### config.mk
export PLATFORM = sky130hd
export DESIGN_NAME = guess_game_top
export DESIGN_NICKNAME = d
export VERILOG_FILES = /design/src/verilog/guess_pkg.sv /design/src/verilog/guess_status_if.sv /design/src/verilog/game_config_regs.sv /design/src/verilog/guess_judge.sv /design/src/verilog/digit_scan_display.sv /design/src/verilog/guess_game_top.sv
export SDC_FILE = /design/constraint.sdc
export NUM_CORES = 1
export LEC_CHECK = 0
export BUFFER_PORTS_ARGS = -buffer_cell sky130_fd_sc_hd__buf_2
export CORE_MARGIN = 2
export CORE_UTILIZATION = 45
export CTS_BUF_LIST = sky130_fd_sc_hd__clkbuf_8
export DETAILED_ROUTE_END_ITERATION = 6
export SLEW_MARGIN = 15
export SYNTH_ARGS = -nofsm -noshare
export SYNTH_HDL_FRONTEND = slang
export SYNTH_SLANG_ARGS = --single-unit
export TNS_END_PERCENT = 100
### constraint.sdc
create_clock -name CLK -period 3.4 [get_ports CLK]
set_input_delay 0.51 -clock CLK [delete_from_list [all_inputs] [get_ports CLK]]
set_output_delay 0.51 -clock CLK [all_outputs]
set_load 0.1 [all_outputs]
### src/verilog/guess_pkg.sv
package guess_pkg;

	// ********************
	// Widths
	// ********************
	localparam int DIGIT_W    = 4;
	localparam int SEG_W      = 8;   // Bit 7 is the decimal point
	localparam int NUM_DIGITS = 4;

	// ********************
	// Types
	// ********************
	typedef enum logic [2:0] {
		v_none = 3'd0,   // No guess since restart
		v_low  = 3'd1,
		v_high = 3'd2,
		v_win  = 3'd3,
		v_lost = 3'd4
	} verdict_e;

	typedef enum logic {
		cfg_secret    = 1'b0,
		cfg_max_tries = 1'b1
	} cfg_sel_e;

	// ********************
	// Segment codes, active high
	// ********************
	localparam logic [SEG_W-1:0] seg_digit_codes [10] = '{
		8'h3f, 8'h06, 8'h5b, 8'h4f, 8'h66,
		8'h6d, 8'h7d, 8'h07, 8'h7f, 8'h6f
	};

	localparam logic [SEG_W-1:0] seg_blank = 8'h00;
	localparam logic [SEG_W-1:0] seg_dash  = 8'h40;
	localparam logic [SEG_W-1:0] seg_l     = 8'h38;
	localparam logic [SEG_W-1:0] seg_h     = 8'h76;
	localparam logic [SEG_W-1:0] seg_eq    = 8'h48;
	localparam logic [SEG_W-1:0] seg_f     = 8'h71;

endpackage

### src/verilog/guess_status_if.sv
`timescale 1ns/10ps

interface guess_status_if;

	logic [guess_pkg::DIGIT_W-1:0] guess;   // Last accepted guess
	logic [guess_pkg::DIGIT_W-1:0] tries;
	guess_pkg::verdict_e           verdict;
	logic                          game_over;

	modport judge (
		output guess,
		output tries,
		output verdict,
		output game_over
	);

	modport display (
		input guess,
		input tries,
		input verdict,
		input game_over
	);

endinterface

### src/verilog/game_config_regs.sv
`timescale 1ns/10ps

module game_config_regs
(
	input  logic                          CLK,
	input  logic                          rst_n,
	input  logic                          cfg_we,
	input  guess_pkg::cfg_sel_e           cfg_sel,
	input  logic [guess_pkg::DIGIT_W-1:0] cfg_wdata,
	output logic [guess_pkg::DIGIT_W-1:0] secret,
	output logic [guess_pkg::DIGIT_W-1:0] max_tries
);

	logic secret_ok;
	logic tries_ok;

	assign secret_ok = (cfg_wdata <= 4'd9);
	assign tries_ok  = (cfg_wdata != 4'd0) && (cfg_wdata <= 4'd9);

	// ********************
	// Register writes
	// ********************
	always_ff @(posedge CLK or negedge rst_n)
	begin
		if (!rst_n)
		begin
			secret    <= 4'd0;
			max_tries <= 4'd3;
		end
		else if (cfg_we)
		begin
			case (cfg_sel)
			guess_pkg::cfg_secret:
			begin
				if (secret_ok)
					secret <= cfg_wdata;
			end
			guess_pkg::cfg_max_tries:
			begin
				if (tries_ok)
					max_tries <= cfg_wdata;   // Zero would end the game before it starts
			end
			endcase
		end
	end

	a_max_tries_nonzero: assert property (
		@(posedge CLK) disable iff (!rst_n) max_tries != 4'd0
	) else $error("max_tries became zero");

endmodule

### src/verilog/guess_judge.sv
`timescale 1ns/10ps

module guess_judge
(
	input  logic                          CLK,
	input  logic                          rst_n,
	input  logic                          guess_stb,
	input  logic [guess_pkg::DIGIT_W-1:0] guess_val,
	input  logic                          restart,
	input  logic [guess_pkg::DIGIT_W-1:0] secret,
	input  logic [guess_pkg::DIGIT_W-1:0] max_tries,
	guess_status_if.judge                 status
);

	logic                          accept;
	logic [guess_pkg::DIGIT_W-1:0] tries_next;
	guess_pkg::verdict_e           verdict_next;
	logic                          over_next;

	// Running game and a legal digit
	assign accept     = guess_stb && !status.game_over && (guess_val <= 4'd9);
	assign tries_next = status.tries + 4'd1;

	// ********************
	// Verdict decision
	// ********************
	always_comb
	begin
		if (guess_val == secret)
			verdict_next = guess_pkg::v_win;
		else if (tries_next >= max_tries)
			verdict_next = guess_pkg::v_lost;
		else if (guess_val < secret)
			verdict_next = guess_pkg::v_low;
		else
			verdict_next = guess_pkg::v_high;
	end

	assign over_next = (verdict_next == guess_pkg::v_win) ||
			(verdict_next == guess_pkg::v_lost);

	// ********************
	// Status registers
	// ********************
	always_ff @(posedge CLK or negedge rst_n)
	begin
		if (!rst_n)
		begin
			status.guess     <= 4'd0;
			status.tries     <= 4'd0;
			status.verdict   <= guess_pkg::v_none;
			status.game_over <= 1'b0;
		end
		else if (restart)   // Beats a guess in the same cycle
		begin
			status.guess     <= 4'd0;
			status.tries     <= 4'd0;
			status.verdict   <= guess_pkg::v_none;
			status.game_over <= 1'b0;
		end
		else if (accept)
		begin
			status.guess     <= guess_val;
			status.tries     <= tries_next;
			status.verdict   <= verdict_next;
			status.game_over <= over_next;
		end
	end

	a_tries_max: assert property (
		@(posedge CLK) disable iff (!rst_n) status.tries <= 4'd9
	) else $error("tries above 9");

	a_over_matches_verdict: assert property (
		@(posedge CLK) disable iff (!rst_n)
		status.game_over == ((status.verdict == guess_pkg::v_win) ||
				(status.verdict == guess_pkg::v_lost))
	) else $error("game_over out of step with verdict");

endmodule

### src/verilog/digit_scan_display.sv
`timescale 1ns/10ps

module digit_scan_display
#(
	parameter int SCAN_TICKS = 50000
)
(
	input  logic                             CLK,
	input  logic                             rst_n,
	guess_status_if.display                  status,
	output logic [guess_pkg::SEG_W-1:0]      seg,
	output logic [guess_pkg::NUM_DIGITS-1:0] digit_sel
);

	localparam int CNT_W = (SCAN_TICKS > 1) ? $clog2(SCAN_TICKS) : 1;

	logic [CNT_W-1:0]              scan_cnt;
	logic                          scan_tick;
	logic [guess_pkg::SEG_W-1:0]   verdict_seg;

	function automatic logic [guess_pkg::SEG_W-1:0] digit_code(
		input logic [guess_pkg::DIGIT_W-1:0] d
	);
		if (d <= 4'd9)
			digit_code = guess_pkg::seg_digit_codes[d];
		else
			digit_code = guess_pkg::seg_blank;
	endfunction

	// ********************
	// Scan timer
	// ********************
	assign scan_tick = (scan_cnt == CNT_W'(SCAN_TICKS - 1));

	always_ff @(posedge CLK or negedge rst_n)
	begin
		if (!rst_n)
		begin
			scan_cnt  <= '0;
			digit_sel <= 4'b1110;
		end
		else if (scan_tick)
		begin
			scan_cnt  <= '0;
			digit_sel <= {digit_sel[2:0], digit_sel[3]};   // Rotate left
		end
		else
		begin
			scan_cnt <= scan_cnt + 1'b1;
		end
	end

	// ********************
	// Segment decode
	// ********************
	always_comb
	begin
		if (status.game_over)
			verdict_seg = (status.verdict == guess_pkg::v_win) ? guess_pkg::seg_eq
					: guess_pkg::seg_f;
		else
		begin
			case (status.verdict)
			guess_pkg::v_low:  verdict_seg = guess_pkg::seg_l;
			guess_pkg::v_high: verdict_seg = guess_pkg::seg_h;
			default:           verdict_seg = guess_pkg::seg_dash;
			endcase
		end
	end

	always_comb
	begin
		case (digit_sel)
		4'b1110: seg = digit_code(status.guess);
		4'b1101: seg = guess_pkg::seg_blank;
		4'b1011: seg = verdict_seg;
		4'b0111: seg = digit_code(status.tries);
		default: seg = guess_pkg::seg_blank;
		endcase
	end

	a_one_digit_active: assert property (
		@(posedge CLK) disable iff (!rst_n) $onehot(~digit_sel)
	) else $error("digit_sel not one-hot low");

endmodule

### src/verilog/guess_game_top.sv
`timescale 1ns/10ps

module guess_game_top
#(
	parameter int SCAN_TICKS = 50000
)
(
	input  logic       CLK,
	input  logic       rst_n,
	input  logic       cfg_we,
	input  logic       cfg_sel,
	input  logic [3:0] cfg_wdata,
	input  logic       guess_stb,
	input  logic [3:0] guess_val,
	input  logic       restart,
	output logic [7:0] seg,
	output logic [3:0] digit_sel,
	output logic       game_over
);

	logic [guess_pkg::DIGIT_W-1:0] secret;
	logic [guess_pkg::DIGIT_W-1:0] max_tries;

	guess_status_if status_if ();

	game_config_regs u_cfg (
		.CLK       (CLK),
		.rst_n     (rst_n),
		.cfg_we    (cfg_we),
		.cfg_sel   (guess_pkg::cfg_sel_e'(cfg_sel)),
		.cfg_wdata (cfg_wdata),
		.secret    (secret),
		.max_tries (max_tries)
	);

	guess_judge u_judge (
		.CLK       (CLK),
		.rst_n     (rst_n),
		.guess_stb (guess_stb),
		.guess_val (guess_val),
		.restart   (restart),
		.secret    (secret),
		.max_tries (max_tries),
		.status    (status_if.judge)
	);

	digit_scan_display #(.SCAN_TICKS(SCAN_TICKS)) u_disp (
		.CLK       (CLK),
		.rst_n     (rst_n),
		.status    (status_if.display),
		.seg       (seg),
		.digit_sel (digit_sel)
	);

	assign game_over = status_if.game_over;

endmodule

# == Yosys cells after proc, flatten, opt, wreduce, memory -nomap -nowiden ==
# Memory sizes are Yosys's and may differ from the RTL's.
# Cells that the tools add are included.
# totals
reg_bits,40
romBits,256
inputBits,14
output_inout_bits,13
word_cells,64
mem_count,2
# classes
add_sub_neg,2
n_lt_le_gt_ge,8
n_eq_ne,10
n_mux,22
bitwise,3
reduce_logical,9
# memory_table
name,words,word_bits,rd,rd_clocked_by_memory_dff,write_ports,line_no,rtl
(name not given),16,8,1,0,0,digit_scan_display.sv:25,digit_code = guess_pkg::seg_digit_codes[d];
(name not given),16,8,1,0,0,digit_scan_display.sv:25,
# ops
cell,count
$mux W8,7
$pmux W8 S3,1
$add A16 B1 Y16 const B,1
$eq A16 B16 Y1 const B,1
$le A4 B4 Y1 const B,4
$mux W16,1
$mux W4,4
$pmux W7 S2,1
$mux W3,4
$ge A5 B5 Y1 const B,2
$not A4 Y5,2
$eq A3 B2 Y1 const B,3
$eq A4 B4 Y1 const B,2
$mux W6,1
$reduce_and A3 Y1,2
$add A4 B1 Y4 const B,1
$eq A4 B3 Y1 const B,1
$eq A4 B4 Y1,1
$ge A4 B4 Y1,1
$lt A4 B4 Y1,1
$reduce_bool A4 Y1,1
$eq A3 B1 Y1 const B,1
$eq A3 B3 Y1 const B,1
$logic_and A1 B1 Y1,3
6 further kinds,7

# == Longest topological paths before layout ==
# Gate-level depths: netlist of the first run.
# logic_depth
depth_word,8
ltp_mapped,8

# == By module ==
# From an unflattened synthesis of the first run, not the netlist that was laid out.
# hier_totals
cells_unflattened,259
area_unflattened_um2,2498.6
# by_module_without_submodules
mod,instances,cells_per_inst,area_per_inst_um2,seq_area_each_um2
digit_scan_display,1,161,1390.1,504.2
guess_judge,1,78,770.7,300.3
game_config_regs,1,20,337.8,202.7

# == Worst setup path after synthesis of the first run ==
# No wires, ideal clock.
# synth_path
path_kind,register to output
startpoint,register u_disp.digit_sel[0] (netlist name)
endpoint,output seg[3]
t_arrival_ns,2.752
required_time_ns,2.890
slack_ns,0.138
stages_incl_launch_ff,3
cell_sequence,dfrtp_1 -> nand4b_1 -> o211ai_1
# synth_between
elab_chain_cells,2
# synth_lines
item,line_no,rtl
start: declaration,digit_scan_display.sv:12,output logic [guess_pkg::NUM_DIGITS-1:0] digit_sel
start signal: assignment,digit_scan_display.sv:45,"digit_sel <= {digit_sel[2:0], digit_sel[3]};"
$eq A4 B3 Y1 or $eq A4 B4 Y1 (tied branches),digit_scan_display.sv:73,case (digit_sel)
$pmux W8 S3 *,digit_scan_display.sv:73,
end: declaration,guess_game_top.sv:16,"output logic [7:0] seg,"
# Every way passes the cells marked *; elsewhere a longest branch is shown, timed or not.

# == Worst setup path in the final report of the first run ==
# layout_path
startpoint,register u_judge.status.tries[0]
endpoint,output seg[4]
# layout_between
elab_chain_cells,6
# layout_lines
item,line_no,rtl
start: declaration,guess_status_if.sv:12,"output tries,"
start signal: assignment,guess_judge.sv:64,status.tries <= tries_next;
start signal: assignment,guess_judge.sv:71,@(posedge CLK) disable iff (!rst_n) status.tries <= 4'd9
$not A4 Y5 (not written as such),digit_scan_display.sv:25,
$mem_v2 Z16 W8,-,
$mux W8 (not written as such) (2 in series),digit_scan_display.sv:25,
$mux W8 *,digit_scan_display.sv:24,if (d <= 4'd9)
$pmux W8 S3 *,digit_scan_display.sv:73,
# Every way passes the cells marked *; elsewhere a longest branch is shown, timed or not. The select of a mux whose other input is x is not followed.

==> metrics.yaml, run 1 <==
cells_and_area:
  nFillCells: 492
  diodes: 0
  fin_nets: 320
  regArea_mm2: 0.00101
  drive_gt1_share_pct: 17.5
  syn_to_final_growth_pct: 12.2
  multi_input_area_mm2: 0.00135
detailed_routing:
  wirelength_mm: 4.69
  dr_total_vias: 1848
  drtIter0Drc: 75
  ant_nets: 0
  detail_route.wl_per_cell_um: 13.2
  dr.pass1.iters: 4
  remaining_drc_errors: 0
  via_per_inst: 5.19
global_routing:
  grtUsageMet1_pct: 24.1
  track_usage_pct: 16.5
  antenna_found_initial: 0
  grt_max_degree: 41
  grt_pass1_wl_mm: 8.07
  gr-total-overflow: 0
  grt_pass1_vias: 1739
  use_met3_pct: 3.60
  busiest_layer: "met2"
  grt_use_met2_pct: 25.0
sta:
  fin_worst_skew_ns: 0.00434
  finalSetupViolCount: 0
  worst_pin_slew_ns: 0.861
  final_max_slew_viol_count: 0
  fin_crit_sh_pct: 83.7
  timing.fmax_ghz: 0.352
  finalHoldViolCount: 0
  slew_headroom_pct: 42.6
  setup_tns_ns: 0
  finalCriticalPeriod_ns: 2.84
  rsz0062_at_grt: "no"
placement:
  place_congestion: 0.811
  dp_hpwl_mm: 3.49
  port_buffers: 25
yosys:
  synth_cell_types: 46
  yosys-top-cells-area: "dfrtp_1, ha_1, dfstp_2"
  syn_area_per_cell_um2: 9.47
  synth_top_area_share_pct: 35.6
  yosysWarnings: 0
  synth.mux.area_fraction_pct: 3.91
  syn_area_mm2: 0.00246
  synthArstFlopShare_pct: 100
  syn_nets: 295
  synth_top_family_by_area: "simple AND/OR/NAND/NOR gates"
  synthCells: 260
  yosys.area_share.simple_pct: 20.3
  synthAdderAreaFrac_pct: 10.7
  ys_seq_elements: 40
  yosys-top-cells-count: "dfrtp_1, nand2_1, ha_1, nor2_1, o21ai_0"
  synth_compound_gate_area_share_pct: 14.1
  synth_seq_area_share_pct: 40.9
  yosysTopAreaCell: "dfrtp_1"
  synth_edf_count: 0
  synth_most_common_cell: "dfrtp_1"
  synthXorXnorAreaFrac_pct: 5.69
  ys.flop_type: "dfrtp_1"
critical_path:
  path_max_fanout: 8
  cp_data_required_time_ns: 2.89
  reg2reg_depth: 7
  start_kind: "register"
  end_kind: "primary output"
  cp_data_arrival_time_ns: 2.33
  path_class: "register to primary output"
cts:
  cts_resized: 0
  h-tree-depth: 2
  clock_latency_ns: 0.29
  numClockSinks: 40
  clockBufferDepth: 2
  cts_tree: "built"
  cts_root_buf: "clkbuf_8"
  clk_pin_slew_ns: 0.08
  cts_buffers: 5
  ctsHoldBuffers: 0
  post_cts_buffers: 0
hold_path:
  hp-class: "primary input to asynchronous set/reset pin"
floorplan:
  fp-row-count: 26
  die_h_um: 78.0
  dieArea_mm2: 0.00608
  die_x_um: 78.0
  coreArea_mm2: 0.00520
  ios: 27
  initial_core_util_pct: 47.3
power_and_ir_drop:
  power.density_mw_per_mm2: 407
  power_mw: 1.12
  ir_drop_mv: 0.257
  leakage_nw: 1.27
run:
  maxCapViolCount: 0
outcome:
  status: "finished, final reports clean"
path summary, 6_finish.rpt:
path                                         startpoint                         to  slack [ns]
worst min register to register       u_disp.scan_cnt[0]         u_disp.scan_cnt[0]        0.46
worst min-delay path                              rst_n        u_disp.scan_cnt[15]        0.32
worst max-delay path            u_judge.status.tries[0]                     seg[4]        0.56
max in group asynchronous                         rst_n            u_cfg.secret[3]        2.53
min in group CLK                     u_disp.scan_cnt[0]         u_disp.scan_cnt[0]        0.46
worst max register to register  u_judge.status.tries[0]  u_judge.status.verdict[0]        1.06
where the power goes:
group          internal (mW)  total (mW)  switching (mW)  leakage (nW)
combinational         0.0727       0.184           0.111         0.702
clock                  0.240       0.406           0.166        0.0614
sequential             0.507       0.535          0.0275         0.510
total                  0.820        1.12           0.305          1.27
layout make-up:
class | count | area share [%]
Clock buffer | 6 | 2.99
Clock inverter | 2 | 1.40
Inverter | 17 | 2.31
Multi-Input combinational cell | 195 | 48.8
Sequential cell | 40 | 36.5
Tap cell | 70 | 3.17
Timing Repair Buffer | 26 | 4.80
stage by stage:
step | instance area, um^2 | util [%] | setup slack, ns | hold slack, ns | instances
after floorplan | 2460 | - | 0.138 | 0.214 | 260
after detailed placement | 2640 | 50.7 | 0.900 | 0.453 | 348
final | 2760 | 53.1 | 0.556 | 0.324 | 356
after global placement | 2640 | 50.7 | 0.928 | 0.446 | 348
after CTS | 2760 | 53.1 | 0.563 | 0.351 | 356
after global routing | 2760 | 53.1 | 0.394 | 0.409 | 356
worst max-delay path: stages (launching register included):
cell and delay, ns:
dfrtp_1 0.49, inv_1 0.15, ha_1 0.20, o21bai_1 0.07
a21oi_1 0.37, o311ai_0 0.21, nand3_1 0.13, buf_2 0.43
cells in the final DEF, fill, tap and decap left out, types with 6 or more instances in the layout:
master,count
a21oi_1,15
buf_2,25
clkbuf_8,6
dfrtp_1,35
ha_1,21
inv_1,17
nand2_1,31
nand3_1,9
nor2_1,18
nor2b_1,6
o21ai_0,18
xnor2_1,8
xor2_1,8
flip-flops by register name, indices dropped and copies added, names as in the netlist:
name / flops
u_cfg.secret: 4
u_judge.status.verdict: 3
u_cfg.max_tries: 4
u_judge.status.guess: 4
u_disp.digit_sel: 4
u_judge.status.game_over: 1
u_disp.scan_cnt: 16
u_judge.status.tries: 4
logic make-up (layout without fill, tap and decap cells):
family / Yosys count / count (layout)
AOI/OAI and AO/OA: 55 / 55
muxes: 8 / 8
other: 1 / 1
xor gates and xnor gates: 16 / 16
buffers and inverters: 25 / 51
DFF: 40 / 40
and+or+nand+nor: 94 / 94
adders and majority gates: 21 / 21
per-layer routing:
layer / wire, um / vias up
met5: 0 / -
met4: 53 / 0
met3: 156 / 5
met2: 1960 / 31
met1: 2520 / 846
li1: - / 966
(Power assumes the default switching activity.)
==> run 2: changes to the inputs <==
--- a/config.mk
+++ b/config.mk
@@ -5,11 +5,13 @@
 export SDC_FILE = /design/constraint.sdc
 export NUM_CORES = 1
 export LEC_CHECK = 0
+export ABC_AREA = 1
 export BUFFER_PORTS_ARGS = -buffer_cell sky130_fd_sc_hd__buf_2
 export CORE_MARGIN = 2
 export CORE_UTILIZATION = 45
 export CTS_BUF_LIST = sky130_fd_sc_hd__clkbuf_8
 export DETAILED_ROUTE_END_ITERATION = 6
+export PLACE_DENSITY = 0.66
 export SLEW_MARGIN = 15
 export SYNTH_ARGS = -nofsm -noshare
 export SYNTH_HDL_FRONTEND = slang
==> constraint.sdc (replaced) <==
create_clock -name CLK -period 2.5 [get_ports CLK]
set_input_delay 0.375 -clock CLK [delete_from_list [all_inputs] [get_ports CLK]]
set_output_delay 0.375 -clock CLK [all_outputs]
set_load 0.1 [all_outputs]
==> metrics.yaml, run 2 <==
outcome:
  status: "finished, final reports clean"
floorplan:
  initial_core_util_pct: 46.9
  coreArea_mm2: 0.00551
  die_x_um: 79.7
  ios: 27
  fp-row-count: 27
  dieArea_mm2: 0.00636
  die_h_um: 79.7
cts:
  clk_pin_slew_ns: 0.08
  cts_root_buf: "clkbuf_8"
  clock_latency_ns: 0.30
  h-tree-depth: 2
  cts_buffers: 5
  clockBufferDepth: 2
  cts_tree: "built"
  ctsHoldBuffers: 0
  numClockSinks: 40
power_and_ir_drop:
  power_mw: 1.73
  ir_drop_mv: 0.401
  power.density_mw_per_mm2: 576
  leakage_nw: 1.59
yosys:
  syn_nets: 382
  synthCells: 347
  ys.flop_type: "dfrtp_1"
  syn_area_per_cell_um2: 7.44
  yosys-top-cells-area: "dfrtp_1, nand2_1, ha_1"
  synth_seq_area_share_pct: 39.0
  yosysTopAreaCell: "dfrtp_1"
  syn_area_mm2: 0.00258
  synth_top_area_share_pct: 33.9
  ys_seq_elements: 40
  synth_most_common_cell: "nand2_1"
  synth_cell_types: 28
  synth_edf_count: 0
  yosysWarnings: 0
  synthArstFlopShare_pct: 100
  yosys-top-cells-count: "nand2_1, inv_1, nand3_1, dfrtp_1, nor2_1"
sta:
  slew_headroom_pct: 41.2
  finalHoldViolCount: 0
  fin_crit_sh_pct: 94.7
  fin_worst_skew_ns: 0.0106
  worst_pin_slew_ns: 0.882
  finalCriticalPeriod_ns: 2.37
  final_max_slew_viol_count: 0
  hold_ws_ns: 0.200
  timing.fmax_ghz: 0.422
  finalSetupViolCount: 0
  rsz0062_at_grt: "no"
cells_and_area:
  nFillCells: 529
  drive_gt1_share_pct: 14.3
  final_common_cell: "nand2_1"
  diodes: 0
  layout_common_cells: "nand2_1, inv_1, dfrtp_1, nand3_1, nor2_1"
  fin_nets: 412
  largest_reg_flops: 16
  syn_to_final_growth_pct: 16.4
  regMostFlops: "u_disp.scan_cnt"
  final_util_pct: 54.6
  fin_cells: 450
detailed_routing:
  wirelength_mm: 5.29
  ant_nets: 0
  drtIter0Drc: 69
  via_per_inst: 4.97
  detail_route.wl_per_cell_um: 11.8
  dr.pass1.iters: 4
  remaining_drc_errors: 0
  dr_total_vias: 2237
placement:
  post-place-cells: 442
  place_congestion: 0.901
  dp_hpwl_mm: 4.11
  port_buffers: 25
global_routing:
  grt_pass1_wl_mm: 9.45
  gr-total-overflow: 0
  grt_pass1_vias: 2126
  antenna_found_initial: 0
  grt_max_degree: 41
  track_usage_pct: 18.7
critical_path:
  cp_common_cell: "nand2_1"
  path_class: "register to primary output"
  critPathMaxStageDelay_ns: 0.57
  start_kind: "register"
  end_kind: "primary output"
  path_max_fanout: 5
  ff2ff_setup_slack_ns: 0.67
  cp_cell_sequence: "nand2_1 > nor3_1 > nand2_1 > nand3_2 > buf_4"
  cp_data_required_time_ns: 2.12
  cp_data_arrival_time_ns: 1.99
  critPathSlowestCell: "dfstp_2"
run:
  maxCapViolCount: 0
hold_path:
  hp-class: "primary input to asynchronous set/reset pin"
## run 2: cell count changes in the layout (fill, tap and decap cells not counted), moves of 5 or more
cell,delta
nand2_1,+58
inv_1,+35
nand3_1,+22
nor2_1,+13
a21oi_1,-12
o21ai_0,+8
buf_2,-7
nor2b_1,-6
xnor2_1,-6
buf_6,+5
mux2_2,-5
nand3_2,+5
## run 2: area by class of cell
type	count	area, um^2	share of cell area (%)
inverter	55	211	7.04
sequential	40	1010	33.5
timing repair buffer	25	161	5.37
clock buffer	5	68.8	2.29
multi-input combinational	250	1380	45.8
tap	72	90.1	3.00
clock inverter	3	90.1	3.00
## run 2: repair_timing
action / 4_1_cts / 5_1_grt
resized for setup: 2 / 16
buffers inserted: 0 / 0
pin swaps: 0 / 0
cloned: 0 / 0
endpoints found under the setup margin: 2 / 7
## run 2: cells by family (layout without fill, tap and decap cells)
family                   after synthesis  in the layout  share of synthesized area [%]
buffers and inverters                 57             88                           8.63
adder cells (fa/ha/maj)               21             21                           10.2
flip-flops                            40             40                           39.0
XOR/XNOR                              12             12                           4.07
other                                  1              1                          0.145
AO/OA/AOI/OAI                         36             36                           7.37
AND/OR/NAND/NOR                      180            180                           30.6
## run 2: final timing paths
check / start / endpoint / cells past startpoint
max in group asynchronous: rst_n / u_disp.scan_cnt[8] / 1
max reg2reg: u_judge.status.tries[0] / u_judge.status.verdict[0] / 9
min reg2reg: u_disp.scan_cnt[0] / u_disp.scan_cnt[0] / 1
min in group CLK: restart / u_judge.status.game_over / 2
max: u_disp.digit_sel[1] / seg[1] / 5
min: rst_n / u_disp.scan_cnt[14] / 1
## run 2: metal layers
layer / vias to the layer above / wire length, um / global-route usage [%]
met5: - / 0 / 0
met4: 0 / 95 / 7.12
met3: 10 / 191 / 4.19
met2: 41 / 2510 / 30.2
met1: 1020 / 2500 / 24.5
li1: 1166 / - / -
## run 2: worst max-delay path: cells and delay by family (launching register included)
| kind | cells | cell delay [ns] |
|---|---|---|
| DFF | 1 | 0.57 |
| and+or+nand+nor | 4 | 0.83 |
| buffers and inverters | 1 | 0.29 |
## run 2: metrics by stage
step | setup slack [ns] | instance area [um^2] | setup TNS (ns)
2_1_floorplan | -0.231 | 2610 | -0.462
3_3_place_gp | 0.359 | 2810 | 0
3_5_place_dp | 0.328 | 2810 | 0
4_1_cts | 0.0176 | 2970 | 0
5_1_grt | 0.0136 | 3010 | 0
6_report | 0.132 | 3010 | 0
## run 2: where the power goes
group          internal (mW)  switching [mW]
clock network          0.499           0.234
registers              0.690          0.0349
logic                 0.0925           0.180
==> run 3: changes to the inputs <==
--- a/config.mk
+++ b/config.mk
@@ -6,12 +6,11 @@
 export NUM_CORES = 1
 export LEC_CHECK = 0
 export ABC_AREA = 1
-export BUFFER_PORTS_ARGS = -buffer_cell sky130_fd_sc_hd__buf_2
 export CORE_MARGIN = 2
 export CORE_UTILIZATION = 45
 export CTS_BUF_LIST = sky130_fd_sc_hd__clkbuf_8
 export DETAILED_ROUTE_END_ITERATION = 6
-export PLACE_DENSITY = 0.66
+export DONT_BUFFER_PORTS = 1
 export SLEW_MARGIN = 15
 export SYNTH_ARGS = -nofsm -noshare
 export SYNTH_HDL_FRONTEND = slang
==> metrics.yaml, run 3 (synthesis results as in run 2) <==
hold_path:
  min_from: "restart"
  hp-class: "primary input to register"
critical_path:
  worstSetupStartpoint: "u_disp.digit_sel[3]"
  r2r-start: "u_judge.status.tries[0]"
  cp_data_arrival_time_ns: 1.89
  start_kind: "register"
  cp_data_required_time_ns: 2.12
  path_class: "register to primary output"
  path_max_fanout: 5
  end_kind: "primary output"
cells_and_area:
  drive_gt1_share_pct: 11.7
  fin_nets: 403
  fin_cells: 441
  multi_input_area_mm2: 0.00138
  diodes: 0
  syn_to_final_growth_pct: 16.9
  design_area_mm2: 0.00302
  layout_common_cells: "nand2_1, inv_1, dfrtp_1, nand3_1, nor2_1"
  nFillCells: 538
  final_common_cell: "nand2_1"
  largest_reg_flops: 16
  regMostFlops: "u_disp.scan_cnt"
  regArea_mm2: 0.00101
detailed_routing:
  wirelength_mm: 5.30
  dr_total_vias: 2184
  ant_nets: 0
  routed.top_layer: "met4"
  via_per_inst: 4.95
  route.met3.wl_um: 168
  remaining_drc_errors: 0
  wl_met2_mm: 2.58
  dr.pass1.iters: 4
  drtIter0Drc: 58
  met1Wirelength_mm: 2.50
  detail_route.wl_per_cell_um: 12.0
cts:
  clockBufferDepth: 2
  cts_root_buf: "clkbuf_8"
  clock_latency_ns: 0.29
  numClockSinks: 40
  h-tree-depth: 2
  cts_buffers: 5
  clk_pin_slew_ns: 0.07
  cts_tree: "built"
power_and_ir_drop:
  power.density_mw_per_mm2: 502
  ir_drop_mv: 0.260
  leakage_nw: 1.56
floorplan:
  die_x_um: 79.7
  dieArea_mm2: 0.00636
  ios: 27
  die_h_um: 79.7
  initial_core_util_pct: 46.9
  fp-row-count: 27
  coreArea_mm2: 0.00551
sta:
  rsz0062_at_grt: "no"
  worst_pin_slew_ns: 0.499
  setup_tns_ns: 0
  final_max_slew_viol_count: 0
  finalCriticalPeriod_ns: 2.27
  slew_headroom_pct: 66.5
  fin_worst_skew_ns: 0.00534
  timing.fmax_ghz: 0.441
  finalHoldViolCount: 0
  fin_crit_sh_pct: 90.8
  hold_ws_ns: 0.185
  finalSetupViolCount: 0
global_routing:
  grt_pass1_wl_mm: 9.36
  track_usage_pct: 18.6
  antenna_found_initial: 0
  grt_pass1_vias: 2105
  grt_max_degree: 41
  gr-total-overflow: 0
run:
  maxCapViolCount: 0
outcome:
  status: "finished, final reports clean"
placement:
  post-place-cells: 429
  port_buffers: 0
  dp_hpwl_mm: 4.14
  place_congestion: 0.862
  place_area_mm2: 0.00286
## run 3: through the flow
stage	util, %	total power, mW	setup slack [ns]
6_report	54.8	1.51	0.231
5_1_grt	54.8	1.61	0.0298
4_1_cts	54.5	1.53	0.182
3_5_place_dp	52.0	0.989	0.512
3_3_place_gp	52.0	0.985	0.523
2_1_floorplan	-	0.932	-0.231
## run 3: final timing paths
kind / cells past startpoint / slack [ns] / endpoint
max in group asynchronous: 2 / 1.67 / u_disp.digit_sel[2]
worst min register to register: 1 / 0.49 / u_disp.scan_cnt[0]
worst max-delay path: 5 / 0.23 / seg[4]
min in group asynchronous: 2 / 0.57 / u_disp.scan_cnt[13]
worst max register to register: 10 / 0.73 / u_judge.status.game_over
worst min-delay path: 1 / 0.18 / u_judge.status.game_over
## run 3: report_power, final
part	total (mW)	internal, mW	switching [mW]
sequential	0.722	0.690	0.0315
clock	0.516	0.292	0.224
combinational	0.275	0.0941	0.181
total	1.51	1.08	0.437
## run 3: area by class of cell
class	count	area share [%]
multi-input cells	250	45.6
clock inverters	3	1.29
repair buffers	16	7.38
inverters	55	7.01
well taps	72	2.99
clock buffers	5	2.28
flip-flops and latches	40	33.4
## run 3: worst max-delay path: stages (launching register included)
cell	delay (ns)
dfstp_2	0.56
inv_1	0.07
nor3_1	0.43
nand3_1	0.20
nand3_1	0.17
buf_12	0.19
## run 3: layer usage
| layer | track usage, % | up-vias |
|---|---|---|
| met5 | 0 | - |
| met4 | 4.24 | 0 |
| met3 | 4.64 | 6 |
| met2 | 32.1 | 33 |
| met1 | 23.4 | 997 |
| li1 | - | 1148 |
## run 3: timing repair
| action | CTS | global route |
|---|---|---|
| setup buffers | 0 | 2 |
| hold buffers | 2 | 0 |
| gates resized for setup | 0 | 2 |
| setup endpoints to repair | 0 | 2 |
| endpoints found under the hold margin | 40 | 0 |
